===== src/hw/mem_sys_pkg.sv =====
// Shared constants for the data cache and the banked main memory.
// Modules import it inside their body; port lists use scoped names.

package mem_sys_pkg;

   // Address and word fields
   localparam int addr_width  = 16;
   localparam int data_width  = 16;
   localparam int tag_width   = 5;
   localparam int index_width = 8;

   // Cache geometry
   localparam int words_per_line = 4;
   localparam int offset_width   = $clog2(words_per_line);
   localparam int num_sets       = 1 << index_width;

   // Main memory
   localparam int num_banks        = 4;
   localparam int bank_width       = $clog2(num_banks);
   localparam int mem_words        = 1 << (addr_width - 1);
   localparam int mem_latency      = 2;
   localparam int bank_busy_cycles = 4;
   localparam int busy_width       = $clog2(bank_busy_cycles + 1);

   // Controller FSM states
   localparam int state_width = 4;
   localparam logic [state_width-1:0] idle             = 4'd0;
   localparam logic [state_width-1:0] compare          = 4'd1;
   localparam logic [state_width-1:0] writeback        = 4'd2;
   localparam logic [state_width-1:0] mem_read         = 4'd3;
   localparam logic [state_width-1:0] fill             = 4'd4;
   localparam logic [state_width-1:0] write_after_fill = 4'd5;
   localparam logic [state_width-1:0] done_hit         = 4'd6;
   localparam logic [state_width-1:0] done_fill        = 4'd7;
   localparam logic [state_width-1:0] error            = 4'd8;

endpackage


===== src/hw/cache_controller.sv =====
// Control FSM for the two-way write-back cache.
// Sequences compare, dirty write-back, line refill and the done cycle, and
// holds the victim choice for a miss. Reads to memory are pipelined and each
// returning word is written into the victim way as it arrives.

`timescale 1ns/10ps

module cache_controller (
   input  logic                                  clk,
   input  logic                                  reset,
   input  logic [mem_sys_pkg::addr_width-1:0]    addr,
   input  logic [mem_sys_pkg::data_width-1:0]    data_in,
   input  logic                                  rd,
   input  logic                                  wr,
   input  logic [mem_sys_pkg::tag_width-1:0]     tag_out0,
   input  logic [mem_sys_pkg::data_width-1:0]    data_out0,
   input  logic                                  hit0,
   input  logic                                  dirty0,
   input  logic                                  valid0,
   input  logic [mem_sys_pkg::tag_width-1:0]     tag_out1,
   input  logic [mem_sys_pkg::data_width-1:0]    data_out1,
   input  logic                                  hit1,
   input  logic                                  dirty1,
   input  logic                                  valid1,
   input  logic [mem_sys_pkg::data_width-1:0]    mem_data_out,
   input  logic                                  mem_stall,
   output logic                                  enable,
   output logic                                  comp,
   output logic                                  write0,
   output logic                                  write1,
   output logic [mem_sys_pkg::tag_width-1:0]     tag_in,
   output logic [mem_sys_pkg::index_width-1:0]   index,
   output logic [mem_sys_pkg::offset_width-1:0]  offset,
   output logic [mem_sys_pkg::data_width-1:0]    cache_data_in,
   output logic [mem_sys_pkg::addr_width-1:0]    mem_addr,
   output logic [mem_sys_pkg::data_width-1:0]    mem_data_in,
   output logic                                  mem_rd,
   output logic                                  mem_wr,
   output logic [mem_sys_pkg::data_width-1:0]    data_out,
   output logic                                  done,
   output logic                                  stall,
   output logic                                  cache_hit,
   output logic                                  err
);
   import mem_sys_pkg::*;

   logic [state_width-1:0]  state;
   logic [state_width-1:0]  state_next;
   logic                    victim;
   logic                    victim_way;
   logic [offset_width-1:0] wb_cnt;
   logic [offset_width-1:0] rd_cnt;
   logic [mem_latency-1:0]  pipe_v;
   logic [offset_width-1:0] pipe_off [mem_latency];
   logic [offset_width-1:0] fill_off;
   logic [tag_width-1:0]    req_tag;
   logic [index_width-1:0]  req_index;
   logic [tag_width-1:0]    victim_tag;
   logic                    any_hit;
   logic                    bad_req;
   logic                    miss_victim;
   logic                    victim_dirty;
   logic                    mem_accept;
   logic                    fill_we;
   logic                    fill_last;
   logic                    cmp_write;
   logic                    refilling;

   assign req_tag   = addr[addr_width-1 -: tag_width];
   assign req_index = addr[offset_width+1 +: index_width];
   assign any_hit   = hit0 | hit1;
   assign bad_req   = (rd & wr) | addr[0];

   // First invalid way wins, else the round-robin bit
   assign miss_victim  = ~valid0 ? 1'b0 : (~valid1 ? 1'b1 : victim_way);
   assign victim_dirty = miss_victim ? (valid1 & dirty1) : (valid0 & dirty0);
   assign victim_tag   = victim ? tag_out1 : tag_out0;

   assign mem_accept = (mem_rd | mem_wr) & ~mem_stall;
   assign refilling  = (state == mem_read) || (state == fill);
   assign fill_off   = pipe_off[mem_latency-1];
   assign fill_we    = pipe_v[mem_latency-1];
   assign fill_last  = fill_we && (fill_off == offset_width'(words_per_line - 1));

   always_comb begin
      state_next = state;
      case (state)
         idle: begin
            if (rd || wr) begin
               state_next = bad_req ? error : compare;
            end
         end
         compare: begin
            if (any_hit) begin
               state_next = done_hit;
            end else begin
               state_next = victim_dirty ? writeback : mem_read;
            end
         end
         writeback: begin
            if (mem_accept && (&wb_cnt)) begin
               state_next = mem_read;
            end
         end
         mem_read: begin
            if (mem_accept && (&rd_cnt)) begin
               state_next = fill;
            end
         end
         fill: begin
            if (fill_last) begin
               state_next = wr ? write_after_fill : done_fill;
            end
         end
         write_after_fill: state_next = done_fill;
         default: state_next = idle;
      endcase
   end

   always_ff @(posedge clk) begin
      if (reset) begin
         state      <= idle;
         victim     <= 1'b0;
         victim_way <= 1'b0;
         wb_cnt     <= '0;
         rd_cnt     <= '0;
         pipe_v     <= '0;
      end else begin
         state  <= state_next;
         pipe_v <= {pipe_v[mem_latency-2:0], (state == mem_read) & mem_accept};
         if (state == compare && !any_hit) begin
            victim <= miss_victim;
         end
         if (state == done_hit || state == done_fill) begin
            victim_way <= ~victim_way;
         end
         if (state == writeback && mem_accept) begin
            wb_cnt <= wb_cnt + 1'b1;
         end
         if (state == mem_read && mem_accept) begin
            rd_cnt <= rd_cnt + 1'b1;
         end
      end
   end

   // Word offsets of reads in flight, aligned with the memory latency
   always_ff @(posedge clk) begin
      pipe_off[0] <= rd_cnt;
      for (int s = 1; s < mem_latency; s++) begin
         pipe_off[s] <= pipe_off[s-1];
      end
   end

   // Cache way side
   assign enable    = (state != idle) && (state != error);
   assign comp      = (state == compare) || (state == write_after_fill) ||
                      (state == done_hit) || (state == done_fill);
   assign cmp_write = ((state == compare) & wr) | (state == write_after_fill);
   assign write0    = cmp_write | (fill_we & ~victim);
   assign write1    = cmp_write | (fill_we & victim);
   assign tag_in    = req_tag;
   assign index     = req_index;

   always_comb begin
      if (state == writeback) begin
         offset = wb_cnt;
      end else if (refilling) begin
         offset = fill_off;
      end else begin
         offset = addr[1 +: offset_width];
      end
   end

   assign cache_data_in = refilling ? mem_data_out : data_in;

   // Memory side; write-back goes out under the victim's tag
   assign mem_wr      = (state == writeback);
   assign mem_rd      = (state == mem_read);
   assign mem_data_in = victim ? data_out1 : data_out0;
   assign mem_addr    = (state == writeback) ? {victim_tag, req_index, wb_cnt, 1'b0}
                                             : {req_tag, req_index, rd_cnt, 1'b0};

   // Client side
   assign data_out  = hit1 ? data_out1 : data_out0;
   assign done      = (state == done_hit) || (state == done_fill) || (state == error);
   assign cache_hit = (state == done_hit);
   assign err       = (state == error);
   assign stall     = (state != idle) && !done;

endmodule


===== config.mk =====
export PLATFORM = sky130hd
export DESIGN_NAME = cache_controller
export DESIGN_NICKNAME = d
export VERILOG_FILES = /design/src/hw/mem_sys_pkg.sv /design/src/hw/cache_controller.sv
export SDC_FILE = /design/constraint.sdc
export NUM_CORES = 1
export LEC_CHECK = 0
export ABC_AREA = 1
export BUFFER_PORTS_ARGS = -buffer_cell sky130_fd_sc_hd__buf_4
export CAP_MARGIN = 20
export CORE_AREA = 2 2 73 75
export CTS_CLUSTER_DIAMETER = 30
export DETAILED_ROUTE_END_ITERATION = 10
export DIE_AREA = 0 0 75 77
export PLACE_DENSITY = 0.88
export SLEW_MARGIN = 10
export SYNTH_ARGS = -nofsm -noshare
export SYNTH_HDL_FRONTEND = slang
export SYNTH_SLANG_ARGS = --single-unit
export TNS_END_PERCENT = 10

===== constraint.sdc =====
create_clock -name clk -period 1.95 [get_ports clk]
set_input_delay 0.0975 -clock clk [delete_from_list [all_inputs] [get_ports clk]]
set_output_delay 0.0975 -clock clk [all_outputs]
set_load 0.02 [all_outputs]

After elaboration in Yosys (flattened, before gate mapping). Memory sizes are Yosys's and may differ from the RTL's. Index checks and enable logic that the tools add are counted. W data, S select, Z words.

Eq/ne operators: 14. Multiplexer cells: 19. Reductions and logical operators: 22. $add $sub $neg: 2. Bitwise logic cells: 17.

Operators with widths (number): $mux W16 (4); $pmux W4 S6 (1); $mux W4 (5); $eq A4 B3 Y1 const B (4); $and A1 B1 Y1 (8); $eq A4 B2 Y1 const B (2); $logic_and A1 B1 Y1 (8); $logic_or A1 B1 Y1 (7); $mux W2 (3); $or A1 B1 Y1 (6); $mux W5 (1); $add A2 B1 Y2 const B (2); $eq A4 B1 Y1 const B (1); $eq A4 B4 Y1 const B (1); $logic_not A4 Y1 (1); $mux W1 (4); $ne A2 B1 Y1 const B (2); $ne A2 B2 Y1 const B (2); $ne A4 B4 Y1 const B (1); $reduce_and A2 Y1 (2); $reduce_and A4 Y1 (1); $reduce_bool A4 Y1 (1); $mux W3 (1); $not A1 Y1 (3); other kinds (2) (3).

Memory bits (writable): 4. Logic and storage cells: 81. Memories: 1. Input bits: 101. Register bits: 12. Output and inout port bits: 89.

Memory list: pipe_off (words 2, width 2, rd ports 2, clocked after memory_dff 0, write ports 2, line cache_controller.sv:54) `logic [offset_width-1:0] pipe_off [mem_latency];`.

Longest topological paths before layout. Gate-level depths: netlist of run 1.

Depth in word-level cells: 6. Mapped depth: 9. Gate-level depth less buffers: 8.

Worst setup path before layout of run 1. Ideal clock, no wire load.

Kind: register to output. From: register state[1]. To: output port offset[0] (netlist bit). Buffers on the path: 2. Cell stages (with the launch flop): 9. Arrival time: 1400 ps. Path slack: 453 ps. Cells stage by stage: dfxtp_1 -> buf_4 -> nand2_2 -> nor2_4 -> inv_2 -> o21ai_2 -> buf_6 -> o21ai_2 -> o21ai_1.

Cells in the longest elaborated chain, start to end: 4. Elaborated cells on any way between the ends: 6. Classes of those cells: 3 x eq/ne; 2 x mux; 1 x reduce/logical.

RTL lines: start, declared (line cache_controller.sv:47) `logic [state_width-1:0] state;`; start signal, assigned (line cache_controller.sv:122) `state <= idle;`; start signal, assigned (line cache_controller.sv:129) `state <= state_next;`; $eq A4 B2 Y1; via mem_rd (line cache_controller.sv:37) `output logic mem_rd,`; $logic_or A1 B1 Y1 (line cache_controller.sv:80) `assign refilling = (state == mem_read) || (state == fill);`; $mux W2 (line cache_controller.sv:167) `end else if (refilling) begin`; $mux W2 (line cache_controller.sv:165) `if (state == writeback) begin`; end, declared (line cache_controller.sv:33) `output logic [mem_sys_pkg::offset_width-1:0] offset,`.

The timed path passes the listed nets, and every way through them passes these cells.

Worst setup path after layout of run 1.
From: register state[2]. To: output port offset[0] (netlist bit).

Cells in the longest elaborated chain, start to end: 4. Elaborated cells on any way between the ends: 6. Classes of those cells: 3 x eq/ne; 2 x mux; 1 x reduce/logical.

RTL lines (line): $eq A4 B2 Y1 or $eq A4 B3 Y1 (tied branches) (cache_controller.sv:80); $logic_or A1 B1 Y1 (cache_controller.sv:80); $mux W2 (cache_controller.sv:167); $mux W2 * (cache_controller.sv:165).

Mark *: on every way between the ends. The rest lies on a longest branch, timed or not.

==> impl_metrics.json, run 1 <==
{
  "fin_skew_ns": 0.002237,
  "groute.usage.overall": 0.2140,
  "syn_area_um2": 1743,
  "fill_cells": 469,
  "grt_max_degree": 34,
  "syn_inst": 315,
  "drt-total-wl_mm": 6.440,
  "antenna_cells": 0,
  "tns_ns": 0,
  "power_uw": 2662,
  "overflow": 0,
  "min_path_type": "in -> reg",
  "htreeDepth": 1,
  "grt_pass1_wl_mm": 10.07,
  "cts-root-buf": "clkbuf_8",
  "drt_iter0_drc": 125,
  "drive_gt1_frac": 0.4235,
  "synth_flop_cell": "dfxtp_1",
  "rows": 26,
  "finalCritPeriodShare": 0.9360,
  "synthTopCellsByCount": "120 x nand2_1, 42 x o21ai_0, 33 x inv_1",
  "synth_area_per_cell_um2": 5.533,
  "ys_ff_latch": 16,
  "num_vias": 2408,
  "status": "finished clean",
  "nNetsFinal": 555,
  "ant_nets": 0,
  "path_clk_slew_ns": 0.06,
  "slowest_delay_ns": 0.36,
  "use_met3": 0.02628,
  "use_met1": 0.2657,
  "cp_top_family": "buffers and inverters",
  "core_um2": 4977,
  "die_x_um": 75,
  "yosys-top-cells-area": "nand2_1 26%, dfxtp_1 18%, o21ai_0 12%",
  "start_kind": "flop",
  "end_kind": "output pin",
  "die_area_um2": 5775,
  "dpl.hpwl_mm": 5.369,
  "io_buffers": 164,
  "synthArstFlopShare": 0,
  "ys_warn_count": 0,
  "insertion_delay_ns": 0.25,
  "syn_nets": 418,
  "yosysTopAreaCellShare": 0.2584,
  "hold_buffers": 0,
  "path_class": "reg -> out",
  "top_usage_layer": "met2",
  "critPathMaxFanout": 9,
  "cts_sinks": 16,
  "cts_setup_buffers": 0,
  "crit_arrival_ns": 1.73,
  "ios": 190,
  "initial_core_util": 0.3502,
  "placed_cell_area_um2": 2844,
  "design_area_um2": 2909,
  "whs_ns": 0.05979,
  "finalWeightedCongestion": 0.8446,
  "synth_cell_type_count": 24,
  "hold_viol": 0,
  "tritoncts": "built",
  "fp.dieH_um": 77,
  "critPathBufInv": 4,
  "vdd_ir_drop_max_mv": 0.5721,
  "ys_seq_area_frac": 0.1838,
  "synth-edff-count": 0,
  "antenna_found_initial": 0,
  "area_growth_pct": 66.91,
  "synth_most_common_cell": "nand2_1",
  "fin_crit_ns": 1.825,
  "power_density_nw_per_um2": 915.1,
  "grt_use_met2": 0.3728,
  "rsz0062_at_grt": "no",
  "first_global_vias": 2234,
  "drc_errors": 0,
  "finalMaxSlewViolations": 0,
  "cp.required_ns": 1.85,
  "p_leak_uw": 0.001571,
  "crit_chain": "inv_2 > nor2_4 > inv_2 > o21ai_2 > buf_6 > o21ai_2 > o21ai_1 > buf_4",
  "clock_path_buffers": 2,
  "yosysTopAreaCell": "nand2_1",
  "cts_made_buffers": 3,
  "final_core_util": 0.5845,
  "cp_slowest_cell": "dfxtp_1",
  "max_cap_viol_count": 0,
  "clock.fmax_mhz": 547.9,
  "vias_per_cell": 4.622,
  "firstDrtPassIters": 4,
  "wl_per_cell_um": 12.36,
  "setup_viol": 0
}
[final cells by class]
class,count,area [um2],share of cell area
Clock buffer,4,55.05,0.01892
Tap cell,70,87.58,0.03011
Sequential cell,16,321.6,0.1105
Inverter,39,146.4,0.05032
Timing Repair Buffer,168,1275,0.4383
Multi-Input combinational cell,224,1023,0.3518
[final timing paths]
| check | slack, ns | endpoint | from | cells past startpoint |
|---|---|---|---|---|
| worst max register to register | 0.50 | state[1] | state[3] | 9 |
| worst min register to register | 0.34 | pipe_off[0][3] | pipe_off[0][1] | 0 |
| worst min-delay path | 0.06 | state[1] | reset | 2 |
| worst max-delay path | 0.12 | offset[0] | state[2] | 8 |
[worst register-to-register path, cell delays in order, from the launching register on]
cell and delay (ns):
dfxtp_1 0.39, inv_1 0.13, nand2_2 0.12, nor2_1 0.05, buf_4 0.19, nand2_1 0.10
nand2_1 0.07, nor2_2 0.14, nand2_1 0.07, a21oi_1 0.12
[registers in the layout (all words and copies together), names as in the netlist]
signal and cells:
wb_cnt 2, victim 1, rd_cnt 2, pipe_off 4, state 4, pipe_v 2
victim_way 1
[report_power, final]
group	switching (uW)	leakage (uW)	internal [uW]
registers	54.6	0.000130	371
logic	1160	0.00141	777
clock network	116	0.0000288	179
total	1330	0.00157	1330
[metal layers]
layer	part of all wire	vias to the layer above	routed length [um]
met1	0.40	1067	2566
met3	0.048	21	308
met2	0.53	86	3415
met5	0	-	0
met4	0.023	0	150
li1	-	1234	-
[per-stage QoR]
stage                     std cells  worst slack, ns
after floorplan                 315           0.4526
after global placement          516           0.3209
after detailed placement        516           0.2472
after CTS                       520          0.07697
after global routing            521        0.0007664
final                           521           0.1248
[cells in the final DEF (no fill, tap or decap), types with 2 or more instances in the layout]
cell type,count
nor2_1,15
buf_4,165
o21ai_2,3
inv_2,6
nor2_2,2
a31oi_1,5
nand4_1,3
inv_1,33
nor2_4,4
nand2_2,2
ha_1,2
clkbuf_8,4
o21ai_0,42
nand3_1,10
dfxtp_1,15
nand2_1,120
a21oi_1,9
o21ai_1,3
[timing repair]
action | 4_1_cts | 5_1_grt
endpoints found under the setup margin | 1 | 1
gates cloned | 0 | 1
gates resized for setup | 1 | 1
[logic make-up after synthesis]
| logic type | count (synthesis) | share of synthesized area |
|---|---|---|
| flops | 16 | 0.1838 |
| simple gates | 158 | 0.3783 |
| buf+inv | 75 | 0.2290 |
| fa+ha+maj | 2 | 0.01436 |
| other cells | 1 | 0.002152 |
| compound gates | 63 | 0.1924 |
Power figures use the tool's default switching activity.
==> run 2: changes to the inputs <==
--- a/config.mk
+++ b/config.mk
@@ -9,6 +9,7 @@
 export BUFFER_PORTS_ARGS = -buffer_cell sky130_fd_sc_hd__buf_4
 export CAP_MARGIN = 20
 export CORE_AREA = 2 2 73 75
+export CTS_BUF_LIST = sky130_fd_sc_hd__clkbuf_16
 export CTS_CLUSTER_DIAMETER = 30
 export DETAILED_ROUTE_END_ITERATION = 10
 export DIE_AREA = 0 0 75 77
@@ -17,4 +18,4 @@
 export SYNTH_ARGS = -nofsm -noshare
 export SYNTH_HDL_FRONTEND = slang
 export SYNTH_SLANG_ARGS = --single-unit
-export TNS_END_PERCENT = 10
+export TNS_END_PERCENT = 50
==> impl_metrics.json, run 2 (synthesis results as in run 1) <==
{
  "status": "finished clean",
  "vdd_ir_drop_max_mv": 0.7034,
  "grt_max_degree": 34,
  "drc_errors": 0,
  "power_density_nw_per_um2": 948.5,
  "first_global_vias": 2242,
  "cts_made_buffers": 3,
  "vias_per_cell": 4.553,
  "grt_pass1_wl_mm": 10.26,
  "ios": 190,
  "critPathMaxFanout": 9,
  "largestRegisters": "pipe_off x4, state x4",
  "use_met1": 0.2629,
  "place_ws_ns": 0.2472,
  "ant_nets": 0,
  "dpl.hpwl_mm": 5.369,
  "cts_sinks": 16,
  "drive_gt1_frac": 0.4235,
  "start_kind": "flop",
  "use_met3": 0.03811,
  "path_class": "reg -> out",
  "setup_viol": 0,
  "groute.usage.overall": 0.2202,
  "max_cap_viol_count": 0,
  "insertion_delay_ns": 0.25,
  "fin_crit_ns": 1.809,
  "mostFrequentLayoutCells": "165 x buf_4, 120 x nand2_1, 42 x o21ai_0",
  "antenna_found_initial": 0,
  "nNetsFinal": 555,
  "hold_start": "reset",
  "cts-root-buf": "clkbuf_16",
  "drt_iter0_drc": 115,
  "top_usage_layer": "met2",
  "fin_skew_ns": 0.004622,
  "finalCritPeriodShare": 0.9278,
  "drt-total-wl_mm": 6.581,
  "htreeDepth": 1,
  "initial_core_util": 0.3502,
  "startpoint": "state[2]",
  "slowest_delay_ns": 0.35,
  "finalWeightedCongestion": 0.8446,
  "crit_arrival_ns": 1.71,
  "final_common_cell": "buf_4",
  "die_x_um": 75,
  "wl_per_cell_um": 12.63,
  "path_clk_slew_ns": 0.05,
  "clock_path_buffers": 2,
  "die_area_um2": 5775,
  "p_leak_uw": 0.001581,
  "rows": 26,
  "critPathBufInv": 4,
  "whs_ns": 0.06457,
  "cp.required_ns": 1.85,
  "overflow": 0,
  "core_um2": 4977,
  "crit_chain": "inv_2 > nor2_4 > inv_2 > o21ai_2 > buf_6 > o21ai_2 > o21ai_1 > buf_4",
  "hold_viol": 0,
  "r2r-start": "state[0]",
  "area_growth_pct": 68.27,
  "antenna_cells": 0,
  "clock.fmax_mhz": 552.7,
  "min_path_type": "in -> reg",
  "rsz0062_at_grt": "no",
  "cp_top_family": "buffers and inverters",
  "worst_slack_ns": 0.1408,
  "tns_ns": 0,
  "firstDrtPassIters": 4,
  "cp_slowest_cell": "dfxtp_1",
  "finalMaxSlewViolations": 0,
  "grt_use_met2": 0.3868,
  "hold_buffers": 0,
  "tritoncts": "built",
  "num_vias": 2372,
  "end_kind": "output pin",
  "io_buffers": 164,
  "fp.dieH_um": 77
}
run 2: cell types whose count changed in the layout (fill, tap and decap cells not counted):
| cell | change |
|---|---|
| clkinv_1 | +1 |
| inv_2 | +1 |
| clkbuf_8 | -4 |
| inv_1 | -1 |
| clkbuf_16 | +3 |
run 2: repair_timing:
| item | in CTS | in global routing |
|---|---|---|
| endpoints found under the setup margin | 1 | 3 |
| cloned | 0 | 1 |
| hold endpoints to repair | 0 | 0 |
| buffers inserted | 0 | 0 |
| gates resized for setup | 1 | 2 |
run 2: layout make-up:
cell class / instances / area (um2)
fillers: 458 / 2044
multi-input cells: 224 / 1023
clock buffers: 3 / 75.07
inverters: 39 / 146.4
well taps: 70 / 87.58
clock inverters: 1 / 3.754
repair buffers: 168 / 1275
flip-flops and latches: 16 / 321.6
run 2: where the power goes:
group          internal (uW)  switching [uW]  leakage, uW
sequential               372            57.3     0.000130
clock                    272             130    0.0000385
combinational            778            1170      0.00141
total                   1420            1360      0.00158
run 2: final timing paths:
kind | endpoint | slack, ns | cells after the start
setup reg to reg | state[1] | 0.52 | 9
hold / removal | pipe_v[1] | 0.06 | 2
setup / recovery | offset[0] | 0.14 | 8
hold reg to reg | pipe_off[0][3] | 0.33 | 0
run 2: per-stage QoR:
stage	utilization	cells	total power, uW	area [um2]
2_1_floorplan	-	315	1654	1743
3_3_place_gp	0.5714	516	2307	2844
3_5_place_dp	0.5714	516	2343	2844
4_1_cts	0.5875	520	2766	2924
5_1_grt	0.5892	521	2982	2933
6_report	0.5892	521	2782	2933
run 2: per-layer routing:
layer | up-vias | part of all wire
li1 | 1234 | -
met1 | 1035 | 0.39
met2 | 86 | 0.54
met3 | 17 | 0.052
met4 | 0 | 0.020
met5 | - | 0
==> run 3: changes to the inputs <==
--- a/config.mk
+++ b/config.mk
@@ -8,12 +8,14 @@
 export ABC_AREA = 1
 export BUFFER_PORTS_ARGS = -buffer_cell sky130_fd_sc_hd__buf_4
 export CAP_MARGIN = 20
-export CORE_AREA = 2 2 73 75
+export CORE_ASPECT_RATIO = 0.75
+export CORE_MARGIN = 2
+export CORE_UTILIZATION = 32
 export CTS_BUF_LIST = sky130_fd_sc_hd__clkbuf_16
 export CTS_CLUSTER_DIAMETER = 30
 export DETAILED_ROUTE_END_ITERATION = 10
-export DIE_AREA = 0 0 75 77
-export PLACE_DENSITY = 0.88
+export PLACE_DENSITY = 0.85
+export REMOVE_ABC_BUFFERS = 1
 export SLEW_MARGIN = 10
 export SYNTH_ARGS = -nofsm -noshare
 export SYNTH_HDL_FRONTEND = slang
==> constraint.sdc (replaced) <==
create_clock -name clk -period 1.5 [get_ports clk]
set_input_delay 0.075 -clock clk [delete_from_list [all_inputs] [get_ports clk]]
set_output_delay 0.075 -clock clk [all_outputs]
set_load 0.02 [all_outputs]
==> impl_metrics.json, run 3 (synthesis results as in run 1) <==
{
  "status": "finished, violations left",
  "failed_checks": "setup timing",
  "r2r_slack_ns": 0.04,
  "power_density_nw_per_um2": 1316,
  "path_clk_slew_ns": 0.05,
  "drc_errors": 0,
  "cts_sinks": 16,
  "clock_path_buffers": 2,
  "end_kind": "output pin",
  "first_global_vias": 2209,
  "ios": 190,
  "drt_iter0_drc": 140,
  "antenna_cells": 0,
  "drt-total-wl_mm": 7.806,
  "area_growth_pct": 87.65,
  "hold_buffers": 0,
  "tritoncts": "built",
  "final_common_cell": "buf_4",
  "crit_arrival_ns": 1.67,
  "design_area_um2": 3271,
  "vias_per_cell": 4.682,
  "p_comb_frac": 0.746,
  "die_x_um": 89.22,
  "rows": 23,
  "rsz0062_at_grt": "yes",
  "tns_ns": -3.741,
  "finalMaxSlewViolations": 0,
  "firstDrtPassIters": 4,
  "cp.required_ns": 1.42,
  "die_area_um2": 6059,
  "setup_viol": 25,
  "final_core_util": 0.6177,
  "nNetsFinal": 573,
  "fp.dieH_um": 67.92,
  "dpl.hpwl_mm": 5.933,
  "netSwitchingPower_uw": 2011,
  "grt_max_degree": 34,
  "io_buffers": 164,
  "initial_core_util": 0.3292,
  "cts_made_buffers": 3,
  "insertion_delay_ns": 0.25,
  "start_kind": "flop",
  "groute.usage.overall": 0.2282,
  "overflow": 0,
  "antenna_found_initial": 0,
  "drive_gt1_frac": 0.4883,
  "min_path_type": "in -> reg",
  "placed_cell_area_um2": 2938,
  "fin_skew_ns": 0.001299,
  "num_vias": 2547,
  "fill_cells": 490,
  "seq_area_um2": 326.6,
  "core_um2": 5295,
  "clock.fmax_mhz": 574.4,
  "cts-root-buf": "clkbuf_16",
  "finalCritPeriodShare": 1.161,
  "hold_viol": 0,
  "grt_pass1_wl_mm": 10.39,
  "ant_nets": 0,
  "p_leak_uw": 0.001735,
  "worst_slack_ns": -0.2410,
  "power_uw": 4304,
  "clkPwrFrac": 0.124,
  "finalWeightedCongestion": 0.8256,
  "wl_per_cell_um": 14.35,
  "vdd_ir_drop_max_mv": 0.5051,
  "mostFrequentLayoutCells": "159 x buf_4, 104 x nand2_1, 41 x o21ai_0",
  "path_class": "reg -> out",
  "intPower_uw": 2294,
  "power_frac_seq": 0.130,
  "max_cap_viol_count": 0,
  "fin_crit_ns": 1.741,
  "multiInputGateArea_um2": 1101,
  "largestRegisters": "pipe_off x4, state x4",
  "htreeDepth": 1,
  "critPathMaxFanout": 5,
  "sw_frac_of_total": 0.4671
}
==> run 3: cell types whose count changed in the layout (fill, tap and decap cells not counted), sizes merged <==
cell,change
buf,+16
clkbuf,+1
clkinvlp,+1
==> run 3: per-layer routing <==
layer	vias to the layer above	track usage	share of wire
met5	-	0.1000	0.010
met4	2	0.05784	0.016
met3	12	0.1194	0.11
met2	100	0.3796	0.49
met1	1160	0.2513	0.36
li1	1273	-	-
==> run 3: power groups by stage <==
| stage | clock network [uW] | registers [uW] | logic [uW] |
|---|---|---|---|
| after floorplan | 0 | 563 | 1390 |
| after global placement | 0 | 545 | 2620 |
| after detailed placement | 0 | 550 | 2670 |
| after CTS | 536 | 550 | 2990 |
| after global routing | 566 | 561 | 3440 |
| final | 534 | 558 | 3210 |
==> run 3: worst paths after layout <==
path	from	end	depth (start not counted)
worst max-delay path	state[2]	cache_data_in[5]	11
worst min-delay path	reset	state[2]	2
worst min register to register	pipe_off[0][0]	pipe_off[0][2]	0
worst max register to register	state[2]	state[1]	11
==> run 3: repair_timing <==
item,4_1_cts,5_1_grt
resized for setup,30,23
pin swaps,4,12
setup endpoints to repair,32,30
cloned,2,1
buffers inserted,5,1
==> run 3: worst max-delay path: stages, from the launching register on <==
cell and delay (ns):
dfxtp_2 0.33, inv_4 0.06, buf_6 0.10, nand2_4 0.06
nor2_4 0.10, inv_2 0.06, o21ai_4 0.09, buf_6 0.18
clkbuf_16 0.16, nand2_1 0.05, nand2_1 0.09, buf_6 0.12
==> run 3: area by class of cell <==
type                            count  share of cell area
Timing Repair inverter              1            0.002295
Multi-Input combinational cell    224              0.3366
Timing Repair Buffer              185              0.4621
Tap cell                           75             0.02869
Clock buffer                        3             0.02295
Sequential cell                    16             0.09985
Inverter                           39             0.04629
Clock inverter                      1            0.001148
==> run 3: stage by stage <==
step	hold slack, ns	setup WS, ns	instances
CTS	0.04654	-0.1890	542
global route	0.05503	-0.2976	544
global placement	0.1503	-0.05700	531
finish	0.03920	-0.2410	544
floorplan	0.1441	-0.5792	279
detailed placement	0.1503	-0.1518	531
